File: src/source/core_pkg.sv
package core_pkg;

    // source buffer geometry
    // each bank holds pair_depth 64-bit words, split into even and odd halves
    localparam int pair_depth = 1024;
    localparam int pair_aw = 10;

    // half-word read address
    // bit 0 picks odd or even, the upper bits index the pair
    localparam int exec_aw = pair_aw + 1;

    // host write word and read word widths
    localparam int src_dw = 64;
    localparam int word_w = 32;

    // accumulator wide enough for 255 full-scale words
    localparam int acc_w = 42;

    // command fields
    localparam int len_w = 8;
    localparam int op_w = 2;

    // reduction operations
    localparam logic [op_w-1:0] op_sum = 2'd0;
    localparam logic [op_w-1:0] op_max = 2'd1;
    localparam logic [op_w-1:0] op_xor = 2'd2;
    localparam logic [op_w-1:0] op_cnt = 2'd3;

    // result numbering
    localparam int seq_w = 8;

endpackage

File: src/source/cmd_decode.sv
`timescale 1ns/1ps
`default_nettype none

module cmd_decode (
    input  logic                         clk,
    input  logic                         rst,
    input  logic                         cmd_v,
    input  logic [core_pkg::op_w-1:0]    cmd_op,
    input  logic [core_pkg::exec_aw-1:0] cmd_base,
    input  logic [core_pkg::len_w-1:0]   cmd_len,
    output logic                         busy,
    output logic                         exec,
    output logic [core_pkg::exec_aw-1:0] exec_src_addr,
    output logic                         rd_v,
    output logic                         rd_first,
    output logic                         rd_last,
    output logic [core_pkg::op_w-1:0]    rd_op
);

    logic [core_pkg::len_w-1:0] remain;
    logic [core_pkg::op_w-1:0]  op_q;
    logic                       first_q;
    logic                       accept;
    logic                       last_issue;

    // zero-length or overlapping strobes are dropped
    assign accept = cmd_v && !busy && (cmd_len != '0);

    // remain stays at 1 or more while busy
    assign last_issue = busy && (remain[core_pkg::len_w-1:1] == '0);

    assign exec = busy;

    always_ff @(posedge clk) begin
        if (rst) begin
            busy    <= 1'b0;
            first_q <= 1'b0;
        end else if (accept) begin
            busy    <= 1'b1;
            first_q <= 1'b1;
        end else if (busy) begin
            first_q <= 1'b0;
            if (last_issue) begin
                busy <= 1'b0;
            end
        end
    end

    // address walks up one half-word per read
    always_ff @(posedge clk) begin
        if (accept) begin
            exec_src_addr <= cmd_base;
            remain        <= cmd_len;
            op_q          <= cmd_op;
        end else if (busy) begin
            exec_src_addr <= exec_src_addr + 1'b1;
            remain        <= remain - 1'b1;
        end
    end

    // tags trail the read by one cycle to meet the buffer data
    always_ff @(posedge clk) begin
        if (rst) begin
            rd_v     <= 1'b0;
            rd_first <= 1'b0;
            rd_last  <= 1'b0;
        end else begin
            rd_v     <= exec;
            rd_first <= exec && first_q;
            rd_last  <= last_issue;
        end
        rd_op <= op_q;
    end

    // a command must fit below the top of the half-word space
    a_no_wrap: assert property (
        @(posedge clk) disable iff (rst)
        (busy && !last_issue) |=> (exec_src_addr > $past(exec_src_addr))
    ) else $error("cmd_decode: read address wrapped within a command");

endmodule

`default_nettype wire

File: config.mk
export PLATFORM = sky130hd
export DESIGN_NAME = cmd_decode
export DESIGN_NICKNAME = d
export VERILOG_FILES = /design/src/source/core_pkg.sv /design/src/source/cmd_decode.sv
export SDC_FILE = /design/constraint.sdc
export NUM_CORES = 1
export LEC_CHECK = 0
export BUFFER_PORTS_ARGS = -buffer_cell sky130_fd_sc_hd__buf_4
export CAP_MARGIN = 10
export CELL_PAD_IN_SITES_DETAIL_PLACEMENT = 1
export CELL_PAD_IN_SITES_GLOBAL_PLACEMENT = 2
export CORE_MARGIN = 3
export CORE_UTILIZATION = 29
export CTS_CLUSTER_SIZE = 40
export DETAILED_ROUTE_END_ITERATION = 6
export GPL_TIMING_DRIVEN = 0
export HOLD_SLACK_MARGIN = 0.02
export PLACE_DENSITY = 0.72
export SLEW_MARGIN = 40
export SYNTH_ARGS = -nofsm -noshare
export SYNTH_HDL_FRONTEND = slang
export SYNTH_SLANG_ARGS = --single-unit
export TNS_END_PERCENT = 20
File: constraint.sdc
create_clock -name clk -period 1.7 [get_ports clk]
set_input_delay 0.34 -clock clk [delete_from_list [all_inputs] [get_ports clk]]
set_output_delay 0.34 -clock clk [all_outputs]
set_load 0.05 [all_outputs]
Word level (Yosys, flattened, before mapping)
Index checks and enable logic that the tools add are counted.

word-level totals
  memories kept = 0
  output and inout bits = 18
  logic and storage cells = 28
  bits of input ports = 24
  RAM bits = 0
  latch bits = 0
  flip-flop bits (word level) = 28
  bits in read-only memories = 0

operators by class
  shift operators = 0
  divide/modulo/power cells = 0
  bitwise gates (word level) = 0
  multiply operators = 0
  equality and inequality tests = 0
  $lt $le $gt $ge = 0
  reduce and logical (&&, ||, !) cells = 8
  add/subtract/negate cells = 2
  muxes and demuxes = 9

operator list
  kind                                                                count
  11-bit 2-to-1 mux                                                   2
  8-bit 2-to-1 mux                                                    2
  11-bit by 1-bit adder with 11-bit output, second input constant     1
  8-bit nonzero test                                                  1
  8-bit by 1-bit subtractor with 8-bit output, second input constant  1
  7-bit zero test                                                     1
  1-bit 2-to-1 mux                                                    5
  1-bit logical AND                                                   4
  2-bit nonzero test                                                  1
  1-bit zero test                                                     1

Longest topological paths before layout
  depth in word-level cells = 5
  depth in mapped cells = 5

Worst setup path before layout
No wires, ideal clock.

  kind = register to register
  from = register busy
  to = register exec_src_addr[0] (netlist name), enable pin
  data arrival time = 1.548 ns
  required time = 1.322 ns
  path buffers = 1
  stages on the path, launching flop included = 5
  period minus slack after synthesis = 1.926 ns
  setup slack = -0.226 ns
  cell sequence = dfxtp_1 nand2b_1 a21o_1 buf_2 nand2b_1

on the way
  longest elaborated chain between the ends = 4

RTL lines
  element                                RTL line          text
  start: declaration                     cmd_decode.sv:11  output logic busy,
  start signal: assignment               cmd_decode.sv:36  busy <= 1'b0;
  start signal: assignment               cmd_decode.sv:39  busy <= 1'b1;
  start signal: assignment               cmd_decode.sv:44  busy <= 1'b0;
  1-bit zero test                        cmd_decode.sv:27  assign accept = cmd_v && !busy && (cmd_len != '0);
  1-bit logical AND (2 in series)        cmd_decode.sv:27
  2-bit nonzero test (no source line) *  n/a
  end signal: assignment                 cmd_decode.sv:52  exec_src_addr <= cmd_base;
  end signal: assignment                 cmd_decode.sv:56  exec_src_addr <= exec_src_addr + 1'b1;
  end: declaration                       cmd_decode.sv:13  output logic [core_pkg::exec_aw-1:0] exec_src_addr,

Every way passes the cells marked *; elsewhere a longest branch is shown, timed or not.
A chain may end at the register's enable or synchronous reset.

Worst setup path after layout
  from = register remain[0] (netlist name)
  to = register remain[6] (netlist name), data pin

on the way
  longest elaborated chain between the ends = 3

RTL lines
  element                                      RTL line          text
  start: declaration                           cmd_decode.sv:20  logic [core_pkg::len_w-1:0] remain;
  start signal: assignment                     cmd_decode.sv:53  remain <= cmd_len;
  start signal: assignment                     cmd_decode.sv:57  remain <= remain - 1'b1;
  8-bit by 1-bit subtractor with 8-bit output  cmd_decode.sv:57
  8-bit 2-to-1 mux                             cmd_decode.sv:55  end else if (busy) begin
  8-bit 2-to-1 mux                             cmd_decode.sv:51  if (accept) begin

Every way passes these cells. The select of a mux whose other input is x is not followed.

==> out/metrics.cfg <==
[status]
status = complete, but fails checks
violations = negative setup slack

[route]
drtAntennaViolNets = 0
drtPass1Iterations = 4
vias_per_cell = 5.50
drt_iter0_drc = 39
routed_wl_um = 3750
drc = 0
post_drt_wl_per_cell_um = 17.1
num_vias = 1204

[logic_synthesis]
yosysSeqAreaShare_pct = 55.1
yosysWarnings = 0
synth_ff_type = edfxtp_1
synthCells = 118
synth_top_area_share_pct = 45.1
syn_area_per_cell_um2 = 11.8
muxShareOfSynthArea_pct = 6.45
synth_xor_xnor_area_share_pct = 3.76
synth_nets = 144
async_reset_ff_share_pct = 0
synth-seq-cells = 28
yosysTopAreaCell = edfxtp_1
synth.distinct_cells = 29
synthTopCellsByArea = edfxtp_1 45%, dfxtp_1 10%, mux2_2 6.4%
synth_top_family_by_area = compound AO/OA/AOI/OAI gates
syn_area_mm2 = 0.00140
synth_compound_area_share_pct = 16.2
synth_simple_gate_area_share_pct = 13.5
synth_adder_area_share_pct = 1.79
synth_edf_count = 21

[timing]
hold_viol_final = 0
fin_crit_sh_pct = 106
skew_ps = 7.70
rsz0062_at_grt = yes
timing.hold.ws_ps = 220
fin_crit_ps = 1800
setup_ws_ps = -100
worstMarginPinSlew_ps = 480
max_freq_mhz = 555
setup_viol = 4
final_max_slew_viol_count = 0
slew_headroom_pct = 68.0

[clock_network]
cts_sinks = 28
cts_buffer_depth = 2
tritoncts = yes
root_buffer = clkbuf_8
path_clk_slew_ps = 100
insertion_delay_ps = 280
htree_levels = 1
cts_buffers = 3

[die]
die_width_um = 75.4
die_h_um = 75.4
initial_core_util_pct = 31.0
die_area_mm2 = 0.00569
coreArea_mm2 = 0.00450
row_count = 24
pin_count = 42

[place]
dpl.hpwl_um = 2850
place_ws_ps = -373
dpl_cell_area_mm2 = 0.00178
gp_congestion = 0.723
io_buffers = 41
place_inst = 211

[finish]
nFillCells = 482
fin_area_mm2 = 0.00192
drive_above_1_share_pct = 44.3
synthToLayoutAreaGrowth_pct = 37.6
n_antenna_cell = 0
final_cell_mix = 45 x buf_4, 21 x edfxtp_1, 10 x a211oi_1
nets = 194
layout_commonest_cell = buf_4
final_cells = 219

[grt]
first_global_vias = 1225
grt_max_degree = 20
grt_pass1_wl_um = 6130
antenna_found_initial = 0
grt_overflow_total = 0
grtUsageTotal_pct = 14.2

[flow_run]
maxCapViolCount = 0

[worst_setup_path]
start_kind = flop
reg2reg_depth = 5
cp-end-kind = flop
critical_path_class = flop to flop
worstPathArrival_ps = 1940
critPathSlowestCell = or4_4
max_stage_delay_ps = 440
critical_path.cell_chain = inv_2 -> ha_4 -> or3b_4 -> or4_4 -> a31oi_4
critPathMaxFanout = 3
critical_path_required_ps = 1840

[pwr]
ir_worst_vdd_v = 0.000551
finalPower_mw = 1.98
p_per_area_mw_per_mm2 = 1030
p_leak_nw = 0.708

[min_path]
hold_path_class = primary input to flop
worstHoldPathCells = 2

flip-flops by register name (all words and copies together) (netlist names):
| signal | count |
|---|---|
| rd_v | 1 |
| busy | 1 |
| remain | 8 |
| first_q | 1 |
| rd_op | 2 |
| rd_last | 1 |
| rd_first | 1 |
| exec_src_addr | 11 |
| op_q | 2 |
where the power goes:
group	switching (mW)	total [mW]	internal, mW	leakage (nW)
combinational	0.373	0.637	0.264	0.423
clock	0.207	0.376	0.168	0.0228
sequential	0.107	0.966	0.859	0.262
timing repair:
action | CTS | global route
setup buffers | 3 | 1
pin swaps | 2 | 2
setup endpoints to repair | 23 | 9
hold buffers | 0 | 0
resized for setup | 5 | 10
hold endpoints to repair | 0 | 0
final timing paths:
check	start	to	slack, ps
worst max-delay path	remain[0]	remain[6]	-100
worst min register to register	op_q[1]	rd_op[1]	360
worst max register to register	remain[0]	remain[6]	-100
worst min-delay path	rst	busy	220
metal layers:
metal  GRT usage, %  vias to the layer above  routed length [µm]
li1               -                      569                   -
met1           17.5                      601                1680
met2           24.5                       28                1880
met3           3.56                        6                 153
met4           4.27                        0                  48
met5              0                        -                   0
cell families (layout without fill, tap and decap cells):
group,after synthesis,in the layout
adders and majority gates,2,2
buffers and inverters,10,59
xor gates and xnor gates,6,6
AOI/OAI and AO/OA,34,34
and+or+nand+nor,30,30
DFF,28,28
muxes,8,8
Yosys cell counts, types with 4 or more instances:
cell       n
dfxtp_1    7
mux2_2     8
a211oi_1  10
a31oi_1    9
inv_1      4
nand3_1    4
or4_1      5
xnor2_1    4
edfxtp_1  21
or3_1      5
o21ai_0    4
o31ai_1    5
stage by stage:
step / TNS, ps / utilization (%)
6_report: -232 / 42.7
3_3_place_gp: -11160 / 39.6
2_1_floorplan: -269 / -
3_5_place_dp: -11350 / 39.6
4_1_cts: -80.9 / 41.6
5_1_grt: -516 / 42.7
critical path: cells and delay by family, from the launching register on:
kind	cells	cell delay, ps
AOI/OAI and AO/OA	1	180
adders and majority gates	1	130
buffers and inverters	1	100
DFF	1	420
and+or+nand+nor	2	830
cell type report:
| cell class | instances | area [µm²] | share of cell area, % |
|---|---|---|---|
| plain buffers | 6 | 33.8 | 1.76 |
| clock buffers | 4 | 45.0 | 2.34 |
| inverters | 4 | 15.0 | 0.781 |
| multi-input cells | 80 | 651 | 33.8 |
| flip-flops and latches | 28 | 772 | 40.1 |
| well taps | 52 | 65.1 | 3.38 |
| repair buffers | 45 | 342 | 17.8 |
No activity file was read; power rests on OpenSTA's default activity.
