$ cat src/source/core_pkg.sv
package core_pkg;

    // source buffer geometry
    // each bank holds pair_depth 64-bit words, split into even and odd halves
    localparam int pair_depth = 1024;
    localparam int pair_aw = 10;

    // half-word read address
    // bit 0 picks odd or even, the upper bits index the pair
    localparam int exec_aw = pair_aw + 1;

    // host write word and read word widths
    localparam int src_dw = 64;
    localparam int word_w = 32;

    // accumulator wide enough for 255 full-scale words
    localparam int acc_w = 42;

    // command fields
    localparam int len_w = 8;
    localparam int op_w = 2;

    // reduction operations
    localparam logic [op_w-1:0] op_sum = 2'd0;
    localparam logic [op_w-1:0] op_max = 2'd1;
    localparam logic [op_w-1:0] op_xor = 2'd2;
    localparam logic [op_w-1:0] op_cnt = 2'd3;

    // result numbering
    localparam int seq_w = 8;

endpackage

$ cat src/source/reduce_exec.sv
`timescale 1ns/1ps
`default_nettype none

module reduce_exec (
    input  logic                        clk,
    input  logic                        rst,
    input  logic                        rd_v,
    input  logic                        rd_first,
    input  logic                        rd_last,
    input  logic [core_pkg::op_w-1:0]   rd_op,
    input  logic [core_pkg::word_w-1:0] exec_src_data,
    output logic                        acc_v,
    output logic [core_pkg::acc_w-1:0]  acc_val,
    output logic [core_pkg::op_w-1:0]   acc_op
);

    logic [core_pkg::acc_w-1:0] acc_in;
    logic [core_pkg::acc_w-1:0] acc_next;

    // one reduction step
    // seeding is the same step applied to an empty accumulator
    function automatic logic [core_pkg::acc_w-1:0] fold(
        input logic [core_pkg::op_w-1:0]   op,
        input logic [core_pkg::acc_w-1:0]  acc,
        input logic [core_pkg::word_w-1:0] word
    );
        logic [core_pkg::acc_w-1:0] wide;
        logic [core_pkg::acc_w-1:0] one_if_set;
        wide = {{(core_pkg::acc_w - core_pkg::word_w){1'b0}}, word};
        one_if_set = {{(core_pkg::acc_w - 1){1'b0}}, (word != '0)};
        case (op)
            core_pkg::op_sum: fold = acc + wide;
            core_pkg::op_max: fold = (wide > acc) ? wide : acc;
            core_pkg::op_xor: fold = acc ^ wide;
            core_pkg::op_cnt: fold = acc + one_if_set;
            default:          fold = acc;
        endcase
    endfunction

    assign acc_in   = rd_first ? '0 : acc_val;
    assign acc_next = fold(rd_op, acc_in, exec_src_data);

    always_ff @(posedge clk) begin
        if (rd_v) begin
            acc_val <= acc_next;
        end
        if (rd_v && rd_last) begin
            acc_op <= rd_op;
        end
    end

    // result is valid the cycle after the last word folds in
    always_ff @(posedge clk) begin
        if (rst) begin
            acc_v <= 1'b0;
        end else begin
            acc_v <= rd_v && rd_last;
        end
    end

    a_first_has_data: assert property (
        @(posedge clk) disable iff (rst) rd_first |-> rd_v
    ) else $error("reduce_exec: first tag without read data");

endmodule

`default_nettype wire

$ cat config.mk
export PLATFORM = sky130hd
export DESIGN_NAME = reduce_exec
export DESIGN_NICKNAME = d
export VERILOG_FILES = /design/src/source/core_pkg.sv /design/src/source/reduce_exec.sv
export SDC_FILE = /design/constraint.sdc
export NUM_CORES = 1
export LEC_CHECK = 0
export BUFFER_PORTS_ARGS = -buffer_cell sky130_fd_sc_hd__buf_2
export CAP_MARGIN = 25
export CORE_AREA = 2 2 130 81
export DETAILED_ROUTE_END_ITERATION = 7
export DIE_AREA = 0 0 132 83
export MAX_ROUTING_LAYER = met4
export PLACE_DENSITY = 0.81
export SLEW_MARGIN = 25
export SYNTH_ARGS = -nofsm -noshare
export SYNTH_HDL_FRONTEND = slang
export SYNTH_SLANG_ARGS = --single-unit
$ cat constraint.sdc
create_clock -name clk -period 3.59 [get_ports clk]
set_input_delay 0.1795 -clock clk [delete_from_list [all_inputs] [get_ports clk]]
set_output_delay 0.1795 -clock clk [all_outputs]
set_load 0.05 [all_outputs]
==> After elaboration in Yosys (flattened, before gate mapping) <==
Cells that the tools add are included.
{ "word_totals": {"regBits": 45, "inputBits": 39, "output_inout_bits": 45} }
{ "classes": {"add_sub_neg": 2, "order_cmp": 1, "n_eq_ne": 3, "mux": 3, "bitwise": 1, "reduce_logical": 3} }
{ "op_table": {"columns": ["op", "count"], "rows": [
  ["42-bit one-hot mux with 4 select lines", 1],
  ["42-bit 2-to-1 mux", 2],
  ["42-bit by 1-bit adder with 42-bit output", 1],
  ["42-bit by 32-bit adder with 42-bit output", 1],
  ["32-bit by 42-bit > comparator with 1-bit output", 1],
  ["42-bit by 32-bit bitwise XOR with 42-bit output", 1],
  ["32-bit nonzero test", 1],
  ["2-bit == test (second input constant)", 2],
  ["2-bit by 1-bit == test with 1-bit output (second input constant)", 1],
  ["2-bit zero test", 1],
  ["1-bit logical AND", 1]
]} }

==> Depth between registers and ports, before layout <==
{ "logic_depth": {"word_depth": 4, "depth_mapped": 15, "mapped_depth_nobuf": 15} }

==> Worst setup path before layout <==
OpenSTA, ideal clock, no wires.
{ "synth_path": {"kind": "register to register", "start": "reg acc_val[1] (netlist bit)", "end": "reg acc_val[15] (netlist bit), data pin", "setup_time_ns": 0.262, "t_arrival_ns": 3.313, "required_time_ns": 3.328, "setup_slack_ns": 0.015, "path_stages_with_launch": 14, "path_buffers": 1, "synth_period_minus_slack_ns": 3.575, "path_cell_list": "edfxtp_1 > nor2b_1 > inv_1 > ha_1 > nor2b_1 > o21bai_1 > a31oi_1 > o311a_1 > a211o_1 > a31oi_4 > buf_6 > mux2_1 > a221oi_1 > nor2_1"} }
{ "synth_between": {"elab_chain_len": 4, "word_cells_on_any_way": 6, "cone_classes": "add/sub: 2; order compare: 1; mux: 3"} }
{ "synth_rtl": {"columns": ["element", "line_no", "source"], "rows": [
  ["start, declared", "reduce_exec.sv:13", "output logic [core_pkg::acc_w-1:0] acc_val,"],
  ["start signal, assigned", "reduce_exec.sv:45", "acc_val <= acc_next;"],
  ["42-bit 2-to-1 mux *", "reduce_exec.sv:40", "assign acc_in = rd_first ? '0 : acc_val;"],
  ["32-bit by 42-bit > comparator with 1-bit output", "reduce_exec.sv:33", "core_pkg::op_max: fold = (wide > acc) ? wide : acc;"],
  ["42-bit 2-to-1 mux", "reduce_exec.sv:33", null],
  ["42-bit one-hot mux with 4 select lines *", "reduce_exec.sv:31", "case (op)"],
  ["named net acc_next, one bit", "reduce_exec.sv:18", "logic [core_pkg::acc_w-1:0] acc_next;"]
]} }
The timed path passes the listed nets; every way through them passes the cells marked *.
A chain may end at the register's enable or synchronous reset.

==> Worst setup path in the final report <==
{ "layout_path": {"start": "reg acc_val[1] (netlist bit)", "end": "reg acc_val[0] (netlist bit), data pin"} }
{ "layout_between": {"elab_chain_len": 4} }
{ "layout_rtl": {"columns": ["element", "line_no"], "rows": [
  ["42-bit 2-to-1 mux", "reduce_exec.sv:40"],
  ["32-bit by 42-bit > comparator with 1-bit output", "reduce_exec.sv:33"],
  ["42-bit 2-to-1 mux", "reduce_exec.sv:33"],
  ["42-bit one-hot mux with 4 select lines", "reduce_exec.sv:31"],
  ["named net acc_next, one bit", "reduce_exec.sv:18"]
]} }
The timed path passes the listed nets, and every way through them passes these cells.

==> run_results.csv <==
group,metric,value,unit
critical_path,endpoint_kind,"register",
finish,final_area,6810,sq um
timing,hold_viol_final,0,
power,peakVddDrop,0.232,mV
timing,slew_headroom,42.9,%
global_route,grt-ovfl-total,0,
drt,firstDrtPassIters,5,
global_route,grt.total_usage,31.8,%
cts,clock_tree.root_cell,"clkbuf_16",
synth,synth-edff-count,44,
finish,drive_gt1_share,22.9,%
placement,placed_area,6490,sq um
synth,synth_nets,779,
floorplanning,io-pin-count,84,
finish,fin_cells,922,
cts,cts_tree,"built",
drt,routed_wl,17500,microns
hold_path,hp-class,"primary input to register",
timing,fin_crit,3490,ps
drt,drc_errors,0,
critical_path,rrSetupSlack,100,ps
floorplanning,core_area,9700,sq um
floorplanning,start_util,58.0,%
floorplanning,rows,28,
critical_path,crit_arrival,3490,ps
global_route,grt_max_degree,70,
synth,synth.distinct_cells,64,
synth,syn_area_per_cell,8.38,sq um
timing,drv_slew,0,
global_route,first_global_vias,5491,
placement,placed_cells,911,
synth,synthArstFlopShare,0,%
drt,drt_iter0_drc,654,
critical_path,worstPathRequired,3590,ps
drt,vias_per_cell,6.31,
cts,cts_hold_buf,0,
synth,seq_area_frac_synth,23.8,%
drt,ant_nets,0,
critical_path,rr_endpoint,"acc_val[0]",
placement,place.gp.congestion,0.954,
timing,fmaxAchievable,287,MHz
floorplanning,dieArea,11000,sq um
finish,final_common_cell,"buf_2",
timing,rsz0062_at_grt,"true",
timing,fin_crit_sh,97.2,%
timing,worstMarginPinSlew,856,ps
global_route,antenna_found_initial,0,
cts,cts-buffers-inserted,5,
synth,yosysWarnings,0,
cts,h-tree-depth,2,
cts,cts_buffer_depth,2,
synth,ys_ff_latch,45,
placement,hpwl,13100,microns
floorplanning,die_height,83,microns
cts,worstSkewPairLatency,300,ps
drt,vias,5814,
timing,finalWorstSetupSlack,101,ps
finish,fin_nets,893,
synth,synth-main-ff-cell,"edfxtp_1",
critical_path,cp_max_fo,6,
critical_path,critPathLaunch,"acc_val[1]",
finish,mostFrequentLayoutCells,"83 x buf_2, 81 x a21oi_1, 76 x inv_1",
critical_path,path_class,"register to register",
placement,place_ws,-353,ps
critical_path,crit_end,"acc_val[0]",
finish,utilization,70.2,%
critical_path,reg2reg_depth,14,
synth,synth_area,5630,sq um
global_route,grt_pass1_wl,27500,microns
timing,setup_viol,0,
power,p_leak,3.24,nW
timing,whs,30.3,ps
finish,syn_to_final_growth,21.0,%
placement,port_buffers,83,
cts,path_clk_slew,70,ps
power,powerDensity,363,nW/um^2
cts,cts_num_sinks,45,
drt,wl_per_cell,19.0,microns
finish,n_antenna_cell,0,
critical_path,r2r_start,"acc_val[1]",
timing,fin_worst_skew,6.61,ps
synth,synthCells,672,
job,max-cap-violations,0,
status,status,"finished clean",
floorplanning,chipWidth,132,microns
critical_path,cp-start-kind,"register",
==> repair_timing <==
| action | 4_1_cts | 5_1_grt |
|---|---|---|
| setup buffers | 0 | 2 |
| cloned | 0 | 1 |
| hold endpoints to repair | 0 | 0 |
| setup endpoints to repair | 5 | 37 |
| resized for setup | 1 | 21 |
| pin swaps | 0 | 6 |
==> synthesized netlist by cell type (all sizes together), types with 4 or more instances <==
master	count	area, sq um
mux2	32	360
xor2	18	158
a21o	17	128
inv	77	289
o21bai	7	52.6
o21a	8	60.1
a31oi	4	40.0
nor2b	41	257
nand4	12	75.1
ha	67	838
nor4	13	87.6
nand2	53	201
o21ai	20	100
a21oi	82	414
nor3	4	20.0
nand2b	4	25.0
edfxtp	44	1320
buf	4	37.5
a221oi	32	280
xnor2	14	123
o31ai	7	57.6
nor2	26	100
a211oi	4	35.0
or3	4	25.0
o2111ai	4	41.3
clkbuf	26	97.6
nand3	13	65.1
==> final cells by class <==
type | instances | area, sq um
clock buffers | 5 | 125
clock inverters | 3 | 21.3
fillers | 781 | 2890
inverters | 78 | 293
multi-input cells | 519 | 3980
flip-flops and latches | 45 | 1340
well taps | 135 | 169
repair buffers | 137 | 883
==> logic make-up (layout without fill, tap and decap cells) <==
kind of cell | after synthesis | in the layout | synth area share, %
and+or+nand+nor | 175 | 175 | 15.8
buffers and inverters | 108 | 223 | 7.60
muxes | 35 | 35 | 6.93
adders and majority gates | 68 | 68 | 15.2
DFF | 45 | 45 | 23.8
AOI/OAI and AO/OA | 209 | 209 | 25.7
xor gates and xnor gates | 32 | 32 | 4.98
==> how the worst min path moves through the flow <==
stage | startpoint | endpoint | slack (ps) | depth (start not counted)
2_1_floorplan | rst | acc_v | 250 | 1
3_5_place_dp | rst | acc_v | 340 | 2
3_3_place_gp | rst | acc_v | 340 | 2
4_1_cts | rst | acc_v | 20 | 2
6_report | rst | acc_v | 30 | 2
5_1_grt | rst | acc_v | 30 | 2
==> where the power goes <==
| part | switching (mW) | internal (mW) |
|---|---|---|
| sequential | 0.0387 | 0.660 |
| combinational | 0.815 | 0.465 |
| clock | 0.232 | 0.260 |
| total | 1.09 | 1.39 |
==> state kept, by name (all words and copies together), names as in the netlist <==
signal and count:
acc_val 42, acc_v 1, acc_op 2
==> per-layer routing <==
layer	share of wire (%)	GRT usage, %	vias up
met5	0	-	-
met4	1.5	7.81	0
met3	9.6	6.53	29
met2	41	45.0	314
met1	47	46.0	2754
li1	-	-	2717
==> metrics by stage <==
stage / total power [mW] / TNS [ps]
finish: 2.47 / 0
global route: 2.58 / -138
CTS: 2.40 / 0
detailed placement: 1.91 / -5040
global placement: 1.87 / -6450
floorplan: 1.57 / 0
==> critical path, stage by stage, from the launching register on <==
cell	delay, ps
edfxtp_1	340
nor2b_2	160
inv_1	50
ha_1	280
nor2b_1	140
o21bai_1	170
a31oi_2	150
o311a_1	350
a211o_1	310
a31oi_4	210
buf_12	160
buf_6	130
mux2_1	330
a221oi_1	300
a21oi_1	100
(Power assumes the default switching activity.)
