### config.mk
export PLATFORM = sky130hd
export DESIGN_NAME = result_store
export DESIGN_NICKNAME = d
export VERILOG_FILES = /design/src/source/core_pkg.sv /design/src/source/result_store.sv
export SDC_FILE = /design/constraint.sdc
export NUM_CORES = 1
export LEC_CHECK = 0
export BUFFER_PORTS_ARGS = -buffer_cell sky130_fd_sc_hd__buf_2
export CORE_MARGIN = 2
export CORE_UTILIZATION = 42
export DETAILED_ROUTE_END_ITERATION = 8
export GPL_TIMING_DRIVEN = 0
export PLACE_DENSITY = 0.73
export SKIP_CTS_REPAIR_TIMING = 1
export SLEW_MARGIN = 20
export SYNTH_ARGS = -nofsm -noshare
export SYNTH_HDL_FRONTEND = slang
export SYNTH_SLANG_ARGS = --single-unit
### constraint.sdc
create_clock -name clk -period 1.9 [get_ports clk]
set_input_delay 0.38 -clock clk [delete_from_list [all_inputs] [get_ports clk]]
set_output_delay 0.38 -clock clk [all_outputs]
set_load 0.1 [all_outputs]
### src/source/core_pkg.sv
package core_pkg;

    // source buffer geometry
    // each bank holds pair_depth 64-bit words, split into even and odd halves
    localparam int pair_depth = 1024;
    localparam int pair_aw = 10;

    // half-word read address
    // bit 0 picks odd or even, the upper bits index the pair
    localparam int exec_aw = pair_aw + 1;

    // host write word and read word widths
    localparam int src_dw = 64;
    localparam int word_w = 32;

    // accumulator wide enough for 255 full-scale words
    localparam int acc_w = 42;

    // command fields
    localparam int len_w = 8;
    localparam int op_w = 2;

    // reduction operations
    localparam logic [op_w-1:0] op_sum = 2'd0;
    localparam logic [op_w-1:0] op_max = 2'd1;
    localparam logic [op_w-1:0] op_xor = 2'd2;
    localparam logic [op_w-1:0] op_cnt = 2'd3;

    // result numbering
    localparam int seq_w = 8;

endpackage

### src/source/result_store.sv
`timescale 1ns/1ps
`default_nettype none

module result_store (
    input  logic                        clk,
    input  logic                        rst,
    input  logic                        acc_v,
    input  logic [core_pkg::acc_w-1:0]  acc_val,
    input  logic [core_pkg::op_w-1:0]   acc_op,
    output logic                        res_v,
    output logic [core_pkg::word_w-1:0] res_data,
    output logic [core_pkg::op_w-1:0]   res_op,
    output logic                        res_sat,
    output logic [core_pkg::seq_w-1:0]  res_seq
);

    logic [core_pkg::seq_w-1:0] next_seq;
    logic                       over;

    // anything above the low word means the sum left 32 bits
    assign over = (acc_val[core_pkg::acc_w-1:core_pkg::word_w] != '0);

    always_ff @(posedge clk) begin
        if (rst) begin
            res_v    <= 1'b0;
            res_sat  <= 1'b0;
            res_seq  <= '0;
            next_seq <= '0;
        end else begin
            res_v <= acc_v;
            if (acc_v) begin
                res_sat  <= over;
                res_seq  <= next_seq;
                next_seq <= next_seq + 1'b1;
            end
        end
    end

    always_ff @(posedge clk) begin
        if (acc_v) begin
            res_data <= over ? '1 : acc_val[core_pkg::word_w-1:0];
            res_op   <= acc_op;
        end
    end

    // only a sum can outgrow the result word
    a_sat_only_sum: assert property (
        @(posedge clk) disable iff (rst) (res_v && res_sat) |-> (res_op == core_pkg::op_sum)
    ) else $error("result_store: saturation on a non-sum result");

endmodule

`default_nettype wire

# Word-level counts from Yosys, hierarchy flattened
# Cells that the tools add are included.
[classes] add_sub_neg=1 n_mul=0 n_div=0 order_cmp=0 n_eq_ne=0 shift=0 mux=0 bitwise=0 n_reduce_logical=1
[ops] op="10-bit nonzero test" n=1
[ops] op="8-bit by 1-bit adder with 8-bit output, second input constant" n=1
[totals] reg_bits=52 latchBits=0 mem_bits_rw=0 mem_bits_ro=0 input_bits=47 output_inout_bits=44 word_cells=8 mem_count=0

# Longest topological paths before layout
# Gate-level depths: netlist of run 1.
[logic_depth] ltp_word=1 depth_mapped=4 mapped_depth_nobuf=4

# Least setup slack after synthesis of run 1
# Ideal clock, no wire load.
[synth_path] path_type="input port to flip-flop" start="input port acc_val[33] (netlist bit)" end="register res_data[10] (netlist bit) (data pin)" arrival_ns=1.242 setup_slack_ns=0.399 stages=4 path_cell_list="nor4_1 -> nand3_2 -> buf_6 -> or2_1"
[synth_via] elab_chain_cells=1
[synth_rtl] item="from (decl)" line="result_store.sv:8" source="input logic [core_pkg::acc_w-1:0] acc_val,"
[synth_rtl] item="10-bit nonzero test" line="result_store.sv:21" source="assign over = (acc_val[core_pkg::acc_w-1:core_pkg::word_w] != '0);"
[synth_rtl] item="to (signal assigned)" line="result_store.sv:41" source="res_data <= over ? '1 : acc_val[core_pkg::word_w-1:0];"
[synth_rtl] item="to (decl)" line="result_store.sv:11" source="output logic [core_pkg::word_w-1:0] res_data,"
# Every way passes these cells.
# A chain may end at the register's enable or synchronous reset.

==> reports/qor.csv, run 1 <==
metric;value;unit
cts_max_level;2;
setup_viol;0;
synth_cell_types;28;
path_max_fanout;35;
dr_wl_met3;284;um
powerDensity;928;nW/um^2
fin_tns_setup;0;ns
yosys_warnings;0;
placed_area;2480;sq um
reg2reg_depth;4;
drcViolationCount;0;
fin_nets;286;
dieArea;5260;sq um
die_h;72.5;um
dp_cells;283;
relSlewSlack;67.0;%
clockBufferDepth;2;
min_path_cells;1;
crit_path_end_kind;register;
ys_ff_latch;52;
period_share;83.5;%
start_util;44.3;%
syn-num-nets;190;
gp_congestion;0.726;
run_status;finished, final reports clean;
syn_avg_cell_area;13.9;sq um
start_kind;input port;
r2r_end;next_seq[6];
skew;0.00685;ns
drt_iter0_markers;71;
synth_area_leader_cell;edfxtp_1;
drv_slew;0;
total_power;2.40;mW
cts_buffers;5;
met1_length;1490;um
worstSkewPairLatency;0.29;ns
tightest_slew;0.499;ns
grt_use_total;14.3;%
stdcell_area;2580;sq um
diodes;0;
die_w;72.5;um
routed_via_density;4.71;
rsz0062_at_grt;false;
final_cell_count_no_fill;291;
coreArea;4440;sq um
drive_gt1_share;44.4;%
ir_drop;0.450;mV
synth_area;1970;sq um
fin_util;58.2;%
grt_remaining_overflow;0;
grt_pass1_wl;5780;um
worstPathArrival;1.81;ns
hold_viol;0;
wl_met2;1860;um
wl;3700;um
min_from;acc_op[1];
ys_seq_area_share;70.1;%
area_growth;31.2;%
path_clk_slew;0.08;ns
reg2reg_from;next_seq[0];
dp_hpwl;2810;um
p_leak;1.07;nW
clock_sinks;52;
ioPinCount;91;
maxCapViolations;0;
final_cell_mix;89 x buf_2, 34 x edfxtp_1, 30 x or2_1;
vias;1372;
grt_max_degree;36;
ant_nets;0;
highest_layer;met4;
root_buffer;clkbuf_8;
worstPathRequired;2.13;ns
holdCritPathClass;input port to register;
syn_inst;142;
hold_end;res_op[1];
rows;24;
fin_crit;1.59;ns
layout_commonest_cell;buf_2;
ff2ff_setup_slack;0.50;ns
synth.top_cell.area_share;51.8;%
antenna_found_initial;0;
fillCellCount;360;
max_freq;0.630;GHz
cts_tree;done;
grt_pass1_vias;1332;
dr.pass1.iters;4;
criticalPathCategory;input port to register;
wl_per_cell;12.7;um
ys_top_cells_by_area;edfxtp_1 52%, dfxtp_1 18%, or2_1 9.5%, mux2i_1 4.6%, nor2_1 2.9%;
port_buffers;89;
==> cell type report <==
type | count | area, sq um | share of cell area (%)
flip-flops and latches | 52 | 1380 | 53.4
repair buffers | 89 | 448 | 17.3
plain buffers | 7 | 53.8 | 2.08
well taps | 52 | 65.1 | 2.52
clock buffers | 8 | 101 | 3.92
multi-input cells | 83 | 536 | 20.7
==> critical path, cell delays in order <==
cell and delay, ns:
clkbuf_4 0.41, buf_4 0.25, nand3_2 0.10, or4_1 0.51, a21oi_1 0.15
==> worst max path at each step <==
stage,start,to,slack (ns),cells past startpoint
after floorplan,acc_val[33],res_data[10],0.40,4
after global placement,acc_v,next_seq[7],-0.19,5
after detailed placement,acc_v,next_seq[7],-0.23,5
after CTS,acc_v,next_seq[7],0.07,5
after global routing,acc_v,next_seq[7],0.23,5
final,acc_v,next_seq[7],0.31,5
==> kinds of logic after synthesis <==
family / synth area share, %
flops: 70.1
compound gates: 1.65
xor+xnor: 1.78
mux: 4.57
fa+ha+maj: 0.635
simple gates: 18.5
buf+inv: 2.73
==> cells in the mapped netlist <==
library cell,number
a21oi_1,3
and4_2,1
buf_1,1
buf_2,1
buf_4,1
buf_6,3
clkbuf_1,1
dfxtp_1,18
edfxtp_1,34
ha_1,1
mux2i_1,9
nand2_1,3
nand3_1,1
nand3_2,2
nand4_1,2
nor2_1,15
nor2b_1,1
nor3_1,1
nor4_1,1
nor4_2,1
o21ai_0,2
o31ai_1,1
or2_1,30
or2_2,2
or3_1,2
or4_1,1
xnor2_1,1
xor2_1,3
==> per-layer routing <==
| metal | track usage (%) | vias to the layer above |
|---|---|---|
| met2 | 26.2 | 62 |
| met5 | 0 | - |
| met4 | 6.38 | 0 |
| met3 | 3.33 | 6 |
| met1 | 15.6 | 624 |
| li1 | - | 680 |
==> flip-flops by register name, indices dropped and copies added, names as in the netlist <==
name,count
res_op,2
res_v,1
res_seq,8
next_seq,8
res_sat,1
res_data,32
==> where the power goes <==
group | switching, mW | internal (mW)
Clock | 0.327 | 0.341
Sequential | 0.0172 | 1.25
Combinational | 0.388 | 0.0777
Total | 0.732 | 1.67
==> per-stage QoR <==
step | setup WS (ns) | hold WS (ns)
2_1_floorplan | 0.399 | 0.452
3_3_place_gp | -0.189 | 0.460
3_5_place_dp | -0.231 | 0.477
4_1_cts | 0.0676 | 0.248
5_1_grt | 0.229 | 0.247
6_report | 0.313 | 0.257
(Power assumes the default switching activity.)
==> run 2, diff against run 1 <==
Settings changed: CORE_UTILIZATION 42 to 41, PLACE_DENSITY 0.73 to 0.74.
Clock period 1.9 ns to 1.45 ns, I/O delays scaled along.
==> run 2 against run 1 <==
Against the previous run: sequential power is 32% higher; sequential share of layout area decreased by 0.31 points; combinational power up 31%; critical path type is now register to output port; largest power group unchanged.
==> reports/qor.csv, run 2 (synthesized netlist as in run 1, its figures left out) <==
metric;value;unit;change
clockBufferDepth;2;;unchanged
antenna_found_initial;0;;unchanged
grt_remaining_overflow;0;;unchanged
run_status;finished, final reports clean;;unchanged
slowest_stage;buf_2;;was or4_1
port_buffers;89;;unchanged
max_freq;0.733;GHz;
dp_hpwl;2750;um;was 2810 um
holdWs;0.168;ns;was 0.257 ns
setup_viol;0;;unchanged
slowest_delay;0.43;ns;was 0.51 ns
fin_util;55.5;%;was 58.2%
wl_per_cell;12.7;um;about the same
fillCellCount;393;;was 360
dr.pass1.iters;4;;unchanged
fin_tns_setup;0;ns;unchanged
skew;0.00325;ns;was 0.00685 ns
ir_drop;0.529;mV;was 0.450 mV
grt_use_total;13.8;%;was 14.3%
start_kind;register;;was input port
top_regs;res_data (32), next_seq (8), res_seq (8);;unchanged
drcViolationCount;0;;unchanged
stdcell_area;2610;sq um;was 2580 sq um
clock_sinks;52;;unchanged
ff_latch_area;1380;sq um;about the same
ant_nets;0;;unchanged
regMostFlops;res_data;;unchanged
grt_pass1_vias;1279;;was 1,332
reg2reg_depth;4;;unchanged
hold_end;res_op[1];;unchanged
multiInputGateArea;542;sq um;was 536 sq um
tightest_slew;0.497;ns;was 0.499 ns
cts_tree;done;;unchanged
r2r_end;next_seq[6];;unchanged
holdCritPathClass;input port to register;;unchanged
worstSkewPairLatency;0.29;ns;about the same
rsz0062_at_grt;false;;unchanged
relSlewSlack;67.1;%;was 67.0%
die_h;73.3;um;was 72.5 um
grt_max_degree;36;;unchanged
grt_pass1_wl;5730;um;was 5780 um
ioPinCount;91;;unchanged
maxCapViolations;0;;unchanged
coreArea;4690;sq um;was 4440 sq um
dieArea;5380;sq um;was 5260 sq um
hold_viol;0;;unchanged
largest_reg_flops;32;;unchanged
final_cell_mix;89 x buf_2, 34 x edfxtp_1, 30 x or2_1;;unchanged
critPathTopFamily;buffers and inverters;;unchanged
area_growth;32.2;%;was 31.2%
min_path_cells;1;;unchanged
drt_iter0_markers;54;;was 71
root_buffer;clkbuf_8;;unchanged
p_leak;1.08;nW;was 1.07 nW
worstPathArrival;1.07;ns;was 1.81 ns
start_util;42.0;%;was 44.3%
fin_crit;1.36;ns;
path_buf_inv;1;;was 2
routed_via_density;4.71;;about the same
total_power;3.21;mW;was 2.40 mW
rows;25;;was 24
layout_commonest_cell;buf_2;;unchanged
min_from;acc_op[1];;unchanged
worstPathRequired;1.16;ns;was 2.13 ns
criticalPathCategory;register to output port;;was input port to register
drive_gt1_share;45.6;%;was 44.4%
wl;3710;um;was 3700 um
period_share;94.1;%;
crit_path_end_kind;output port;;was register
fin_nets;286;;unchanged
powerDensity;1230;nW/um^2;was 928 nW/um^2
ff2ff_setup_slack;0.14;ns;was 0.50 ns
diodes;0;;unchanged
placed_area;2480;sq um;about the same
path_clk_slew;0.09;ns;was 0.08 ns
path_max_fanout;2;;was 35
reg2reg_from;next_seq[0];;unchanged
cts_max_level;2;;unchanged
cts_buffers;5;;unchanged
gp_congestion;0.732;;was 0.726
drv_slew;0;;unchanged
crit_chain;buf_2;;was clkbuf_4, buf_4, nand3_2, or4_1, a21oi_1
vias;1381;;was 1,372
die_w;73.3;um;was 72.5 um
## run 2: cell types whose count changed in the layout (fill, tap and decap cells not counted), sizes merged
cell    delta
buf        +1
bufinv     +1
clkbuf     -4
clkinv     +2
## run 2: layer usage
layer / track usage (%) / vias up / wire length [um]
met3: 4.39 / 5 / 318
met2: 24.1 / 60 / 1750
met1: 16.2 / 633 / 1600
met4: 4.24 / 0 / 35
met5: 0 / - / 0
li1: - / 683 / -
## run 2: worst max path at each step
stage | start | end | cells after the start
after global routing | res_seq[1] | res_seq[1] | 1
after floorplan | acc_val[33] | res_data[10] | 4
after CTS | acc_v | next_seq[7] | 5
after detailed placement | acc_v | next_seq[7] | 5
final | res_seq[2] | res_seq[2] | 1
after global placement | acc_v | next_seq[7] | 5
## run 2: power by group
part | switching (mW) | internal [mW] | leakage [nW]
registers | 0.0233 | 1.63 | 0.489
logic | 0.509 | 0.103 | 0.537
clock network | 0.435 | 0.503 | 0.0532
## run 2: layout make-up
class                           instances  share of cell area [%]
Sequential cell                        52                    53.1
Multi-Input combinational cell         83                    20.8
Timing Repair Buffer                   89                    17.3
Clock buffer                            5                    2.64
Tap cell                               54                    2.59
Buffer                                  7                    2.07
Clock inverter                          3                    1.44
## run 2: per-stage QoR
stage	cells	setup slack (ns)
floorplan	142	0.0389
global placement	285	-0.532
detailed placement	285	-0.568
CTS	293	-0.249
global route	293	0.0356
finish	293	0.0862
==> run 3, diff against run 2 <==
Settings changed: GPL_TIMING_DRIVEN 0 to default.
==> run 3 against run 2 <==
Against the previous run: combinational power rose by 0.8%; worst hold slack improved by 0.0047 ns; critical path depth unchanged; largest cell class unchanged; highest routed layer unchanged; sequential power about the same; critical path type unchanged; global-route usage grew 0.48 points; largest power group unchanged; flip-flop and latch count stayed put; clock power increased by 1%; register-to-register slack improved by 0.02 ns; clock skew increased by 0.0018 ns; critical endpoint is now res_data[22]; non-clock buffer count shrank 1; sequential share of layout area hardly changed.
==> reports/qor.csv, run 3 (synthesized netlist as in run 1, its figures left out) <==
metric;value;unit;change
gp_congestion;0.714;;was 0.732
top_regs;res_data (32), next_seq (8), res_seq (8);;unchanged
ir_drop;0.509;mV;was 0.529 mV
path_clk_slew;0.09;ns;about the same
total_power;3.22;mW;was 3.21 mW
crit_chain;buf_2;;unchanged
grt_remaining_overflow;0;;unchanged
grt_use_total;14.3;%;was 13.8%
ioPinCount;91;;unchanged
grt_pass1_wl;5820;um;was 5730 um
layout_commonest_cell;buf_2;;unchanged
area_growth;32.1;%;was 32.2%
power.switching;972;uW;was 967 uW
start_kind;register;;unchanged
pwr-share-seq;51.4;%;was 51.7%
start_util;42.0;%;unchanged
r2r_end;next_seq[6];;unchanged
max_freq;0.738;GHz;was 0.733 GHz
vias;1361;;was 1,381
cts_tree;done;;unchanged
fin_ws;0.0955;ns;was 0.0862 ns
cp-startpoint;res_data[22];;was res_seq[2]
dp_hpwl;2700;um;was 2750 um
hold_end;res_op[1];;unchanged
die_w;73.3;um;unchanged
drv_slew;0;;unchanged
holdCritPathClass;input port to register;;unchanged
clockBufferDepth;2;;unchanged
wl;3610;um;was 3710 um
cts_buffers;5;;unchanged
fin_crit;1.35;ns;was 1.36 ns
reg2reg_depth;4;;unchanged
grt_max_degree;33;;was 36
powerDensity;1240;nW/um^2;was 1230 nW/um^2
slowest_stage;buf_2;;unchanged
holdWs;0.172;ns;was 0.168 ns
port_buffers;90;;was 89
worstPathArrival;1.06;ns;was 1.07 ns
dp_cells;284;;was 285
fin_nets;285;;was 286
regMostFlops;res_data;;unchanged
skew;0.00504;ns;was 0.00325 ns
ant_nets;0;;unchanged
min_from;acc_op[1];;unchanged
cts_max_level;2;;unchanged
p_leak;1.08;nW;about the same
critPathTopFamily;buffers and inverters;;unchanged
worstSkewPairLatency;0.29;ns;about the same
path_max_fanout;1;;was 2
wl_per_cell;12.4;um;was 12.7 um
combPwrFrac;19.1;%;about the same
diodes;0;;unchanged
drcViolationCount;0;;unchanged
stdcell_area;2600;sq um;was 2610 sq um
clock_sinks;52;;unchanged
largest_reg_flops;32;;unchanged
slowest_delay;0.42;ns;was 0.43 ns
criticalPathCategory;register to output port;;unchanged
fin_tns_setup;0;ns;unchanged
dieArea;5380;sq um;unchanged
min_path_cells;1;;unchanged
tightest_slew;0.496;ns;was 0.497 ns
setup_viol;0;;unchanged
maxCapViolations;0;;unchanged
period_share;93.4;%;was 94.1%
switching_share;30.2;%;was 30.1%
die_h;73.3;um;unchanged
rsz0062_at_grt;false;;unchanged
crit_path_end_kind;output port;;unchanged
path_buf_inv;1;;unchanged
internal_power;2.25;mW;was 2.24 mW
drive_gt1_share;46.2;%;was 45.6%
p_clk_share;29.5;%;was 29.2%
dpl_worst_slack;-0.237;ns;was -0.568 ns
routed_via_density;4.66;;was 4.71
rows;25;;unchanged
relSlewSlack;67.2;%;was 67.1%
reg2reg_from;next_seq[0];;unchanged
run_status;finished, final reports clean;;unchanged
fin_util;55.5;%;about the same
worstPathRequired;1.16;ns;about the same
grt_pass1_vias;1309;;was 1,279
dr.pass1.iters;4;;unchanged
placed_area;2480;sq um;about the same
coreArea;4690;sq um;unchanged
antenna_found_initial;0;;unchanged
drt_iter0_markers;84;;was 54
hold_viol;0;;unchanged
final_cell_mix;90 x buf_2, 34 x edfxtp_1, 30 x or2_1;;was 89 x buf_2, 34 x edfxtp_1, 30 x or2_1
final_cell_count_no_fill;292;;was 293
fillCellCount;401;;was 393
ff2ff_setup_slack;0.16;ns;was 0.14 ns
root_buffer;clkbuf_8;;unchanged
==> run 3: cell count changes in the layout (fill, tap and decap cells not counted), sizes merged <==
cell / previous run / this run
clkbuf: 6 / 5
==> run 3: worst max-delay path by stage <==
stage / slack, ns / end / cells after the start
global placement: -0.16 / res_data[31] / 5
floorplan: 0.04 / res_data[10] / 4
global route: 0.05 / res_data[29] / 1
CTS: 0.07 / next_seq[6] / 4
finish: 0.1 / res_data[22] / 1
detailed placement: -0.24 / res_data[31] / 5
==> run 3: per-layer routing <==
metal	GRT usage, %	wire, um	up-vias
li1	-	-	681
met1	15.8	1550	619
met2	25.4	1750	59
met3	5.49	293	2
met4	4.24	18	0
met5	0	0	-
==> run 3: power by group through the flow <==
stage	Clock, mW	Combinational [mW]	Sequential [mW]
3_5_place_dp	0	0.618	1.69
6_report	0.951	0.617	1.66
4_1_cts	0.987	0.619	1.66
2_1_floorplan	0	0.0430	2.12
5_1_grt	1.04	0.642	1.66
3_3_place_gp	0	0.617	1.69
==> run 3: layout make-up <==
| type | instances | area (sq um) | share of cell area (%) |
|---|---|---|---|
| repair buffers | 95 | 500 | 19.2 |
| multi-input cells | 83 | 542 | 20.8 |
| well taps | 54 | 67.6 | 2.59 |
| clock buffers | 5 | 68.8 | 2.64 |
| flip-flops and latches | 52 | 1380 | 53.1 |
| clock inverters | 3 | 42.5 | 1.63 |
